### config.mk
export PLATFORM = sky130hd
export DESIGN_NAME = exu_muldiv
export DESIGN_NICKNAME = d
export VERILOG_FILES = /design/src/exu_pkg.sv /design/src/exu_muldiv_issue.sv /design/src/exu_mul.sv /design/src/exu_div.sv /design/src/exu_muldiv_wb.sv /design/src/exu_muldiv.sv
export SDC_FILE = /design/constraint.sdc
export NUM_CORES = 2
export LEC_CHECK = 0
export BUFFER_PORTS_ARGS = -buffer_cell sky130_fd_sc_hd__buf_2
export CORE_MARGIN = 2
export CORE_UTILIZATION = 40
export DETAILED_ROUTE_END_ITERATION = 12
export PLACE_DENSITY = 0.53
export RECOVER_POWER = 25
export SLEW_MARGIN = 15
export SYNTH_ARGS = -nofsm -noshare
export SYNTH_HDL_FRONTEND = slang
export SYNTH_HIERARCHICAL = 1
export SYNTH_SLANG_ARGS = --single-unit
### constraint.sdc
create_clock -name clk -period 22.9 [get_ports clk]
set_input_delay 5.725 -clock clk [delete_from_list [all_inputs] [get_ports clk]]
set_output_delay 5.725 -clock clk [all_outputs]
set_load 0.005 [all_outputs]
### src/exu_pkg.sv
`default_nettype none

package exu_pkg;

    // rv32m operations, encoded as the funct3 field
    typedef enum logic [2:0] {
        MUL    = 3'd0,
        MULH   = 3'd1,
        MULHSU = 3'd2,
        MULHU  = 3'd3,
        DIV    = 3'd4,
        DIVU   = 3'd5,
        REM    = 3'd6,
        REM_U  = 3'd7
    } muldiv_op_e;

    // default widths, handed down by the top level
    localparam int XLEN_DEF       = 32;
    localparam int REG_ADDR_W_DEF = 5;

    // multiplier latency from start to valid
    localparam int MUL_STAGES = 2;

    // divide and remainder share the iterative engine
    function automatic logic op_is_div(input muldiv_op_e op);
        return op inside {DIV, DIVU, REM, REM_U};
    endfunction

    // remainder selects the partial remainder instead of the quotient
    function automatic logic op_is_rem(input muldiv_op_e op);
        return (op == REM) || (op == REM_U);
    endfunction

endpackage

`default_nettype wire

### src/exu_muldiv_issue.sv
`timescale 1ns/10ps
`default_nettype none

module exu_muldiv_issue #(
    parameter int XLEN       = 32,
    parameter int REG_ADDR_W = 5
) (
    input  wire                      clk,
    input  wire                      arst_n_i,
    input  wire                      req_i,
    input  wire exu_pkg::muldiv_op_e op_i,
    input  wire [XLEN-1:0]           rs1_i,
    input  wire [XLEN-1:0]           rs2_i,
    input  wire [REG_ADDR_W-1:0]     rd_i,
    input  wire                      int_assert_i,
    input  wire                      done_i,
    output logic                     hold_flag_o,
    output logic                     started_o,
    output logic                     mul_start_o,
    output logic                     div_start_o,
    output exu_pkg::muldiv_op_e      op_o,
    output logic [XLEN-1:0]          op_a_o,
    output logic [XLEN-1:0]          op_b_o,
    output logic [REG_ADDR_W-1:0]    rd_o,
    output logic                     kill_o
);

    logic busy_q;
    logic mul_start_q;
    logic div_start_q;
    logic accept;
    logic req_div;

    // new work only when idle and no interrupt pending
    assign accept  = req_i && !busy_q && !int_assert_i;
    assign req_div = exu_pkg::op_is_div(op_i);

    // interrupt cancels whatever is in flight
    assign kill_o = busy_q && int_assert_i;

    always_ff @(posedge clk or negedge arst_n_i) begin
        if (!arst_n_i) begin
            busy_q      <= 1'b0;
            mul_start_q <= 1'b0;
            div_start_q <= 1'b0;
        end else begin
            mul_start_q <= accept && !req_div;
            div_start_q <= accept && req_div;
            if (accept) begin
                busy_q <= 1'b1;
            end else if (done_i || kill_o) begin
                busy_q <= 1'b0;
            end
        end
    end

    // operands stay stable for the engines until the next accept
    always_ff @(posedge clk) begin
        if (accept) begin
            op_o   <= op_i;
            op_a_o <= rs1_i;
            op_b_o <= rs2_i;
            rd_o   <= rd_i;
        end
    end

    assign hold_flag_o = busy_q;
    assign mul_start_o = mul_start_q;
    assign div_start_o = div_start_q;
    // start report for the interrupt controller
    assign started_o   = mul_start_q | div_start_q;

    // requester must wait out the hold
    a_no_req_in_hold: assert property (@(posedge clk) disable iff (!arst_n_i)
        req_i |-> !hold_flag_o);

    // each acceptance gives one single-cycle start to one engine
    a_one_start: assert property (@(posedge clk) disable iff (!arst_n_i)
        accept |=> $onehot({mul_start_o, div_start_o}) ##1 !(mul_start_o || div_start_o));

    // every writeback traces back to a start at the fixed engine latency
    a_done_latency: assert property (@(posedge clk) disable iff (!arst_n_i)
        done_i |-> ($past(mul_start_o, exu_pkg::MUL_STAGES + 1)
                    || $past(div_start_o, XLEN + 2)));

endmodule

`default_nettype wire

### src/exu_mul.sv
`timescale 1ns/10ps
`default_nettype none

module exu_mul #(
    parameter int XLEN       = 32,
    parameter int REG_ADDR_W = 5
) (
    input  wire                      clk,
    input  wire                      arst_n_i,
    input  wire                      start_i,
    input  wire exu_pkg::muldiv_op_e op_i,
    input  wire [XLEN-1:0]           a_i,
    input  wire [XLEN-1:0]           b_i,
    input  wire                      kill_i,
    output logic                     valid_o,
    output logic [XLEN-1:0]          result_o
);

    localparam int STAGES = exu_pkg::MUL_STAGES;
    // full product of two XLEN+1 bit operands
    localparam int PW     = 2 * XLEN + 2;

    logic [STAGES-1:0]      vld_q;
    logic                   a_sgn;
    logic                   b_sgn;
    logic signed [XLEN:0]   a_ext;
    logic signed [XLEN:0]   b_ext;
    logic signed [PW-1:0]   prod_q;
    logic                   hi_q;
    logic [XLEN-1:0]        result_q;

    // mulh treats both signed, mulhsu only rs1, mulhu neither
    assign a_sgn = (op_i == exu_pkg::MULH) || (op_i == exu_pkg::MULHSU);
    assign b_sgn = (op_i == exu_pkg::MULH);
    assign a_ext = {a_sgn & a_i[XLEN-1], a_i};
    assign b_ext = {b_sgn & b_i[XLEN-1], b_i};

    always_ff @(posedge clk or negedge arst_n_i) begin
        if (!arst_n_i) begin
            vld_q <= '0;
        end else if (kill_i) begin
            vld_q <= '0;
        end else begin
            vld_q <= {vld_q[STAGES-2:0], start_i};
        end
    end

    // stage 1 multiplies and the last stage picks the word
    always_ff @(posedge clk) begin
        if (start_i) begin
            prod_q <= PW'(a_ext) * PW'(b_ext);
            hi_q   <= (op_i != exu_pkg::MUL);
        end
        if (vld_q[STAGES-2]) begin
            result_q <= hi_q ? prod_q[2*XLEN-1:XLEN] : prod_q[XLEN-1:0];
        end
    end

    assign valid_o  = vld_q[STAGES-1];
    assign result_o = result_q;

endmodule

`default_nettype wire

### src/exu_div.sv
`timescale 1ns/10ps
`default_nettype none

module exu_div #(
    parameter int XLEN       = 32,
    parameter int REG_ADDR_W = 5
) (
    input  wire                      clk,
    input  wire                      arst_n_i,
    input  wire                      start_i,
    input  wire exu_pkg::muldiv_op_e op_i,
    input  wire [XLEN-1:0]           a_i,
    input  wire [XLEN-1:0]           b_i,
    input  wire                      kill_i,
    output logic                     valid_o,
    output logic [XLEN-1:0]          result_o
);

    localparam int CNT_W = $clog2(XLEN);

    logic             busy_q;
    logic [CNT_W-1:0] cnt_q;
    logic             valid_q;
    logic [XLEN-1:0]  quo_q;
    logic [XLEN-1:0]  rem_q;
    logic [XLEN-1:0]  dvs_q;
    logic             rem_sel_q;
    logic             neg_q_q;
    logic             neg_r_q;
    logic             zero_q;
    logic [XLEN-1:0]  result_q;

    logic             is_signed;
    logic [XLEN-1:0]  a_mag;
    logic [XLEN-1:0]  b_mag;
    logic [XLEN:0]    rem_shift;
    logic [XLEN:0]    diff;
    logic             q_bit;
    logic [XLEN-1:0]  rem_next;
    logic [XLEN-1:0]  quo_next;
    logic [XLEN-1:0]  quo_fix;
    logic [XLEN-1:0]  rem_fix;
    logic             last;

    assign is_signed = (op_i == exu_pkg::DIV) || (op_i == exu_pkg::REM);
    assign a_mag = (is_signed && a_i[XLEN-1]) ? -a_i : a_i;
    assign b_mag = (is_signed && b_i[XLEN-1]) ? -b_i : b_i;

    // one restoring step as dividend bits shift out of the quotient register
    assign rem_shift = {rem_q, quo_q[XLEN-1]};
    assign diff      = rem_shift - {1'b0, dvs_q};
    assign q_bit     = !diff[XLEN];
    assign rem_next  = q_bit ? diff[XLEN-1:0] : rem_shift[XLEN-1:0];
    assign quo_next  = {quo_q[XLEN-2:0], q_bit};
    assign last      = (cnt_q == CNT_W'(XLEN - 1));

    // x/0 gives all ones; min/-1 already falls out of the magnitudes
    assign quo_fix = zero_q ? '1 : (neg_q_q ? -quo_next : quo_next);
    // remainder takes the dividend sign, so x%0 returns x
    assign rem_fix = neg_r_q ? -rem_next : rem_next;

    always_ff @(posedge clk or negedge arst_n_i) begin
        if (!arst_n_i) begin
            busy_q  <= 1'b0;
            cnt_q   <= '0;
            valid_q <= 1'b0;
        end else begin
            valid_q <= 1'b0;
            if (kill_i) begin
                busy_q <= 1'b0;
            end else if (start_i) begin
                busy_q <= 1'b1;
                cnt_q  <= '0;
            end else if (busy_q) begin
                cnt_q <= cnt_q + 1'b1;
                if (last) begin
                    busy_q  <= 1'b0;
                    valid_q <= 1'b1;
                end
            end
        end
    end

    always_ff @(posedge clk) begin
        if (start_i && !busy_q) begin
            quo_q     <= a_mag;
            rem_q     <= '0;
            dvs_q     <= b_mag;
            rem_sel_q <= exu_pkg::op_is_rem(op_i);
            neg_q_q   <= is_signed && (a_i[XLEN-1] ^ b_i[XLEN-1]);
            neg_r_q   <= is_signed && a_i[XLEN-1];
            zero_q    <= (b_i == '0);
        end else if (busy_q) begin
            quo_q <= quo_next;
            rem_q <= rem_next;
            if (last) begin
                result_q <= rem_sel_q ? rem_fix : quo_fix;
            end
        end
    end

    assign valid_o  = valid_q;
    assign result_o = result_q;

    // issue holds the pipeline, so no second start during an iteration
    a_no_start_busy: assert property (@(posedge clk) disable iff (!arst_n_i)
        start_i |-> !busy_q);

endmodule

`default_nettype wire

### src/exu_muldiv_wb.sv
`timescale 1ns/10ps
`default_nettype none

module exu_muldiv_wb #(
    parameter int XLEN       = 32,
    parameter int REG_ADDR_W = 5
) (
    input  wire                   clk,
    input  wire                   arst_n_i,
    input  wire                   mul_valid_i,
    input  wire [XLEN-1:0]        mul_result_i,
    input  wire                   div_valid_i,
    input  wire [XLEN-1:0]        div_result_i,
    input  wire [REG_ADDR_W-1:0]  rd_i,
    input  wire                   kill_i,
    output logic                  reg_we_o,
    output logic [REG_ADDR_W-1:0] reg_waddr_o,
    output logic [XLEN-1:0]       reg_wdata_o,
    output logic                  done_o
);

    logic                  we_q;
    logic [REG_ADDR_W-1:0] waddr_q;
    logic [XLEN-1:0]       wdata_q;
    logic                  any_valid;

    assign any_valid = mul_valid_i || div_valid_i;

    // a completion that meets an interrupt is dropped here
    always_ff @(posedge clk or negedge arst_n_i) begin
        if (!arst_n_i) begin
            we_q <= 1'b0;
        end else begin
            we_q <= any_valid && !kill_i;
        end
    end

    always_ff @(posedge clk) begin
        if (any_valid) begin
            wdata_q <= div_valid_i ? div_result_i : mul_result_i;
            waddr_q <= rd_i;
        end
    end

    assign reg_we_o    = we_q;
    assign reg_waddr_o = waddr_q;
    assign reg_wdata_o = wdata_q;
    // done tells issue to release hold
    assign done_o      = we_q;

    // only one engine runs at a time
    a_one_valid: assert property (@(posedge clk) disable iff (!arst_n_i)
        !(mul_valid_i && div_valid_i));

endmodule

`default_nettype wire

### src/exu_muldiv.sv
`timescale 1ns/10ps
`default_nettype none

module exu_muldiv #(
    parameter int XLEN       = exu_pkg::XLEN_DEF,
    parameter int REG_ADDR_W = exu_pkg::REG_ADDR_W_DEF
) (
    input  wire                      clk,
    input  wire                      arst_n_i,
    input  wire                      req_i,
    input  wire exu_pkg::muldiv_op_e op_i,
    input  wire [XLEN-1:0]           rs1_i,
    input  wire [XLEN-1:0]           rs2_i,
    input  wire [REG_ADDR_W-1:0]     rd_i,
    input  wire                      int_assert_i,
    output wire                      hold_flag_o,
    output wire                      muldiv_started_o,
    output wire                      reg_we_o,
    output wire [REG_ADDR_W-1:0]     reg_waddr_o,
    output wire [XLEN-1:0]           reg_wdata_o
);

    // issue to engines
    wire                      mul_start;
    wire                      div_start;
    wire exu_pkg::muldiv_op_e op;
    wire [XLEN-1:0]           op_a;
    wire [XLEN-1:0]           op_b;
    wire                      kill;
    // engines to writeback
    wire                      mul_valid;
    wire [XLEN-1:0]           mul_result;
    wire                      div_valid;
    wire [XLEN-1:0]           div_result;
    // issue and writeback
    wire [REG_ADDR_W-1:0]     rd;
    wire                      done;

    exu_muldiv_issue #(.XLEN(XLEN), .REG_ADDR_W(REG_ADDR_W)) u_issue (
        .clk          (clk),
        .arst_n_i     (arst_n_i),
        .req_i        (req_i),
        .op_i         (op_i),
        .rs1_i        (rs1_i),
        .rs2_i        (rs2_i),
        .rd_i         (rd_i),
        .int_assert_i (int_assert_i),
        .done_i       (done),
        .hold_flag_o  (hold_flag_o),
        .started_o    (muldiv_started_o),
        .mul_start_o  (mul_start),
        .div_start_o  (div_start),
        .op_o         (op),
        .op_a_o       (op_a),
        .op_b_o       (op_b),
        .rd_o         (rd),
        .kill_o       (kill)
    );

    exu_mul #(.XLEN(XLEN), .REG_ADDR_W(REG_ADDR_W)) u_mul (
        .clk      (clk),
        .arst_n_i (arst_n_i),
        .start_i  (mul_start),
        .op_i     (op),
        .a_i      (op_a),
        .b_i      (op_b),
        .kill_i   (kill),
        .valid_o  (mul_valid),
        .result_o (mul_result)
    );

    exu_div #(.XLEN(XLEN), .REG_ADDR_W(REG_ADDR_W)) u_div (
        .clk      (clk),
        .arst_n_i (arst_n_i),
        .start_i  (div_start),
        .op_i     (op),
        .a_i      (op_a),
        .b_i      (op_b),
        .kill_i   (kill),
        .valid_o  (div_valid),
        .result_o (div_result)
    );

    exu_muldiv_wb #(.XLEN(XLEN), .REG_ADDR_W(REG_ADDR_W)) u_wb (
        .clk          (clk),
        .arst_n_i     (arst_n_i),
        .mul_valid_i  (mul_valid),
        .mul_result_i (mul_result),
        .div_valid_i  (div_valid),
        .div_result_i (div_result),
        .rd_i         (rd),
        .kill_i       (kill),
        .reg_we_o     (reg_we_o),
        .reg_waddr_o  (reg_waddr_o),
        .reg_wdata_o  (reg_wdata_o),
        .done_o       (done)
    );

endmodule

`default_nettype wire

==> run metrics <==
status complete, but fails checks; Avg Cell Area, Syn 9.75 um^2; total negative slack 0 ps; Mapped Cells 5731; pin count of the biggest net entering global routing 68; Hold Vio Cnt, Final 0; adder-cell share of the synthesized area 45.9%; EDFF count, synth 306; vias in the first global route 42600; failing checks max-capacitance violations, max-slew violations; ANT nets after route 0; routed len/inst 22.1 um; fmax 101 MHz; syn_nets 7183; Inserted Clock Buffers 45; Yosys warning count 6; Layout area overhead 7.07%; cell taking the most area after synthesis fa_1; simple-gate share of the synthesized area 13.8%; Min-Delay Path Class flop to flop; Reg clk slew, reported paths 60 ps; RePlAce Congestion 0.911; hpwl dp 129 mm; top cells by area, synth fa_1 (40%), edfxtp_1 (16%), inv_1 (8.2%), nand2_1 (6.3%), ha_1 (5.6%); most common cell in the netlist inv_1; worst reg2reg setup slack 13300 ps; routed via count 39700; fin crit share 43.3%; post-layout net count 7164; 1st-pass router iterations 6; Final Slew Violations 274; Final min period 9920 ps; RSZ-0062 raised after global routing false; worst reg2reg path endpoint u_mul/prod_q[61]$_DFFE_PP_; core area 139000 um^2; Post-Synth XOR/XNOR Area 3.18%; post-synth top area share 40.3%; PostCTS Resize Cnt 0; final setup vio count 0; Worst Setup Start Kind flop; top cells by count, synth inv_1 (1216), fa_1 (1126), nand2_1 (933), and2_1 (331), edfxtp_1 (306); DRC 0; post-route design area 59800 um^2; main combinational cell family by area after synthesis adder cells; final wirelength 168 mm; worst setup path end muldiv_started_o; Via density 5.20; Sink Count 351; Arr. time, crit path 4200 ps; GR Overflow Total 0; die span in x 378 um; Yosys reg bits 351; max_cap viols 7; worst skew pair latency 650 ps; crit path kind flop to output port; CP startpoint u_issue/mul_start_o$_DFF_PN0_; I/O pin count 116; CP endpoint kind output port; TritonCTS clock tree built; Layout Skew 54.0 ps; hold_buf cts 0; worst r2r src u_issue/op_b_o[0]$_DFFE_PP_; WHS 416 ps; R2R depth 27; standard-cell row count 137; Slew HR -178%; DP Area 58400 um^2; PortBufs 115; gr usage total 24.2%; H-tree Lvls 2; clock tree buffer depth 3; Total Die Area 143000 um^2; mux cell area share after synthesis 1.92%; CP max FO 67; asr flop ratio synth 3.70%; number of setup buffers added after CTS 0; Initial Utilization 40.2%; compound-gate portion of the synthesized area 6.73%; first-pass GRT wire length 260 mm; Layout fillers 13600; Critical Path RT 17180 ps; Seq/Total Area, Yosys 18.2%; Worst-Margin Slew 4170 ps; initial antenna violation count 13; Largest Register u_mul/prod_q; share of layout cells above drive strength 1 6.19%; count of cell types in the netlist 106; max reg flops 64; Detailed Route Iter0 Violations 2853; CTS Root Cell clkbuf_16; Main synth FF type edfxtp_1; Post-Syn Area 55900 um^2; die outline height 378 um
## final cells by class
cell class | count | area [um^2] | share of cell area (%)
diodes | 4 | 10.0 | 0.0167
repair buffers | 215 | 1300 | 2.17
well taps | 1876 | 2350 | 3.92
multi-input cells | 3881 | 39900 | 66.7
clock buffers | 56 | 1190 | 1.98
clock inverters | 26 | 339 | 0.567
flip-flops and latches | 351 | 10200 | 17.0
inverters | 1218 | 4570 | 7.64
## cell families (layout without fill, tap and decap cells)
family          count (synthesis)  count (layout)
buf+inv                      1499            1515
compound gates                561             561
mux                            88              88
xor+xnor                      203             203
fa+ha+maj                    1376            1376
flops                         351             351
other cells                     0               4
simple gates                 1653            1653
## layout by cell type (no fill, tap or decap), drive strengths merged, types with 24 or more instances in the layout
cell type	netlist	layout
xnor2	113	113
ha	250	250
a22oi	24	24
and2	332	332
mux2	68	68
nor2	132	132
buf	31	207
a21o	44	44
nand2b	24	24
nand2	935	935
xor2	90	90
fa	1126	1126
edfxtp	306	306
nand3	30	30
inv	1217	1220
o31ai	33	33
a21oi	127	127
clkbuf	250	64
nor3	45	45
o21ai	148	148
dfxtp	32	32
## worst min-delay path by stage
stage	from	cells after the start	end
after floorplan	u_issue/rd_o[0]$_DFFE_PP_	0	u_wb/reg_waddr_o[0]$_DFFE_PP_
after global placement	u_issue/rd_o[3]$_DFFE_PP_	0	u_wb/reg_waddr_o[3]$_DFFE_PP_
after detailed placement	u_issue/rd_o[2]$_DFFE_PP_	0	u_wb/reg_waddr_o[2]$_DFFE_PP_
after CTS	u_issue/rd_o[2]$_DFFE_PP_	0	u_wb/reg_waddr_o[2]$_DFFE_PP_
after global routing	u_issue/rd_o[2]$_DFFE_PP_	0	u_wb/reg_waddr_o[2]$_DFFE_PP_
final	u_issue/rd_o[2]$_DFFE_PP_	0	u_wb/reg_waddr_o[2]$_DFFE_PP_
## metrics by stage
step	worst slack, ps	std cells	util [%]
global route	12610	7623	43.0
finish	12980	7627	43.0
floorplan	13860	5731	-
global placement	13910	7541	42.0
detailed placement	13800	7541	42.0
CTS	13780	7623	43.1
## critical path, stage by stage, from the launching register on
cell and delay [ps]:
dfrtp_2 330, clkbuf_1 2820, or2_1 290, buf_2 130
## metal layers
metal	track usage [%]	vias to the layer above	wire, um
met2	40.8	1089	81400
met5	0	-	13
met4	6.46	2	4690
li1	-	17500	-
met1	32.5	20900	72600
met3	3.39	190	9600
Power is left out: the tool's default activity adds up to more than one toggle a clock period on the data nets, which glitch-free logic cannot reach.
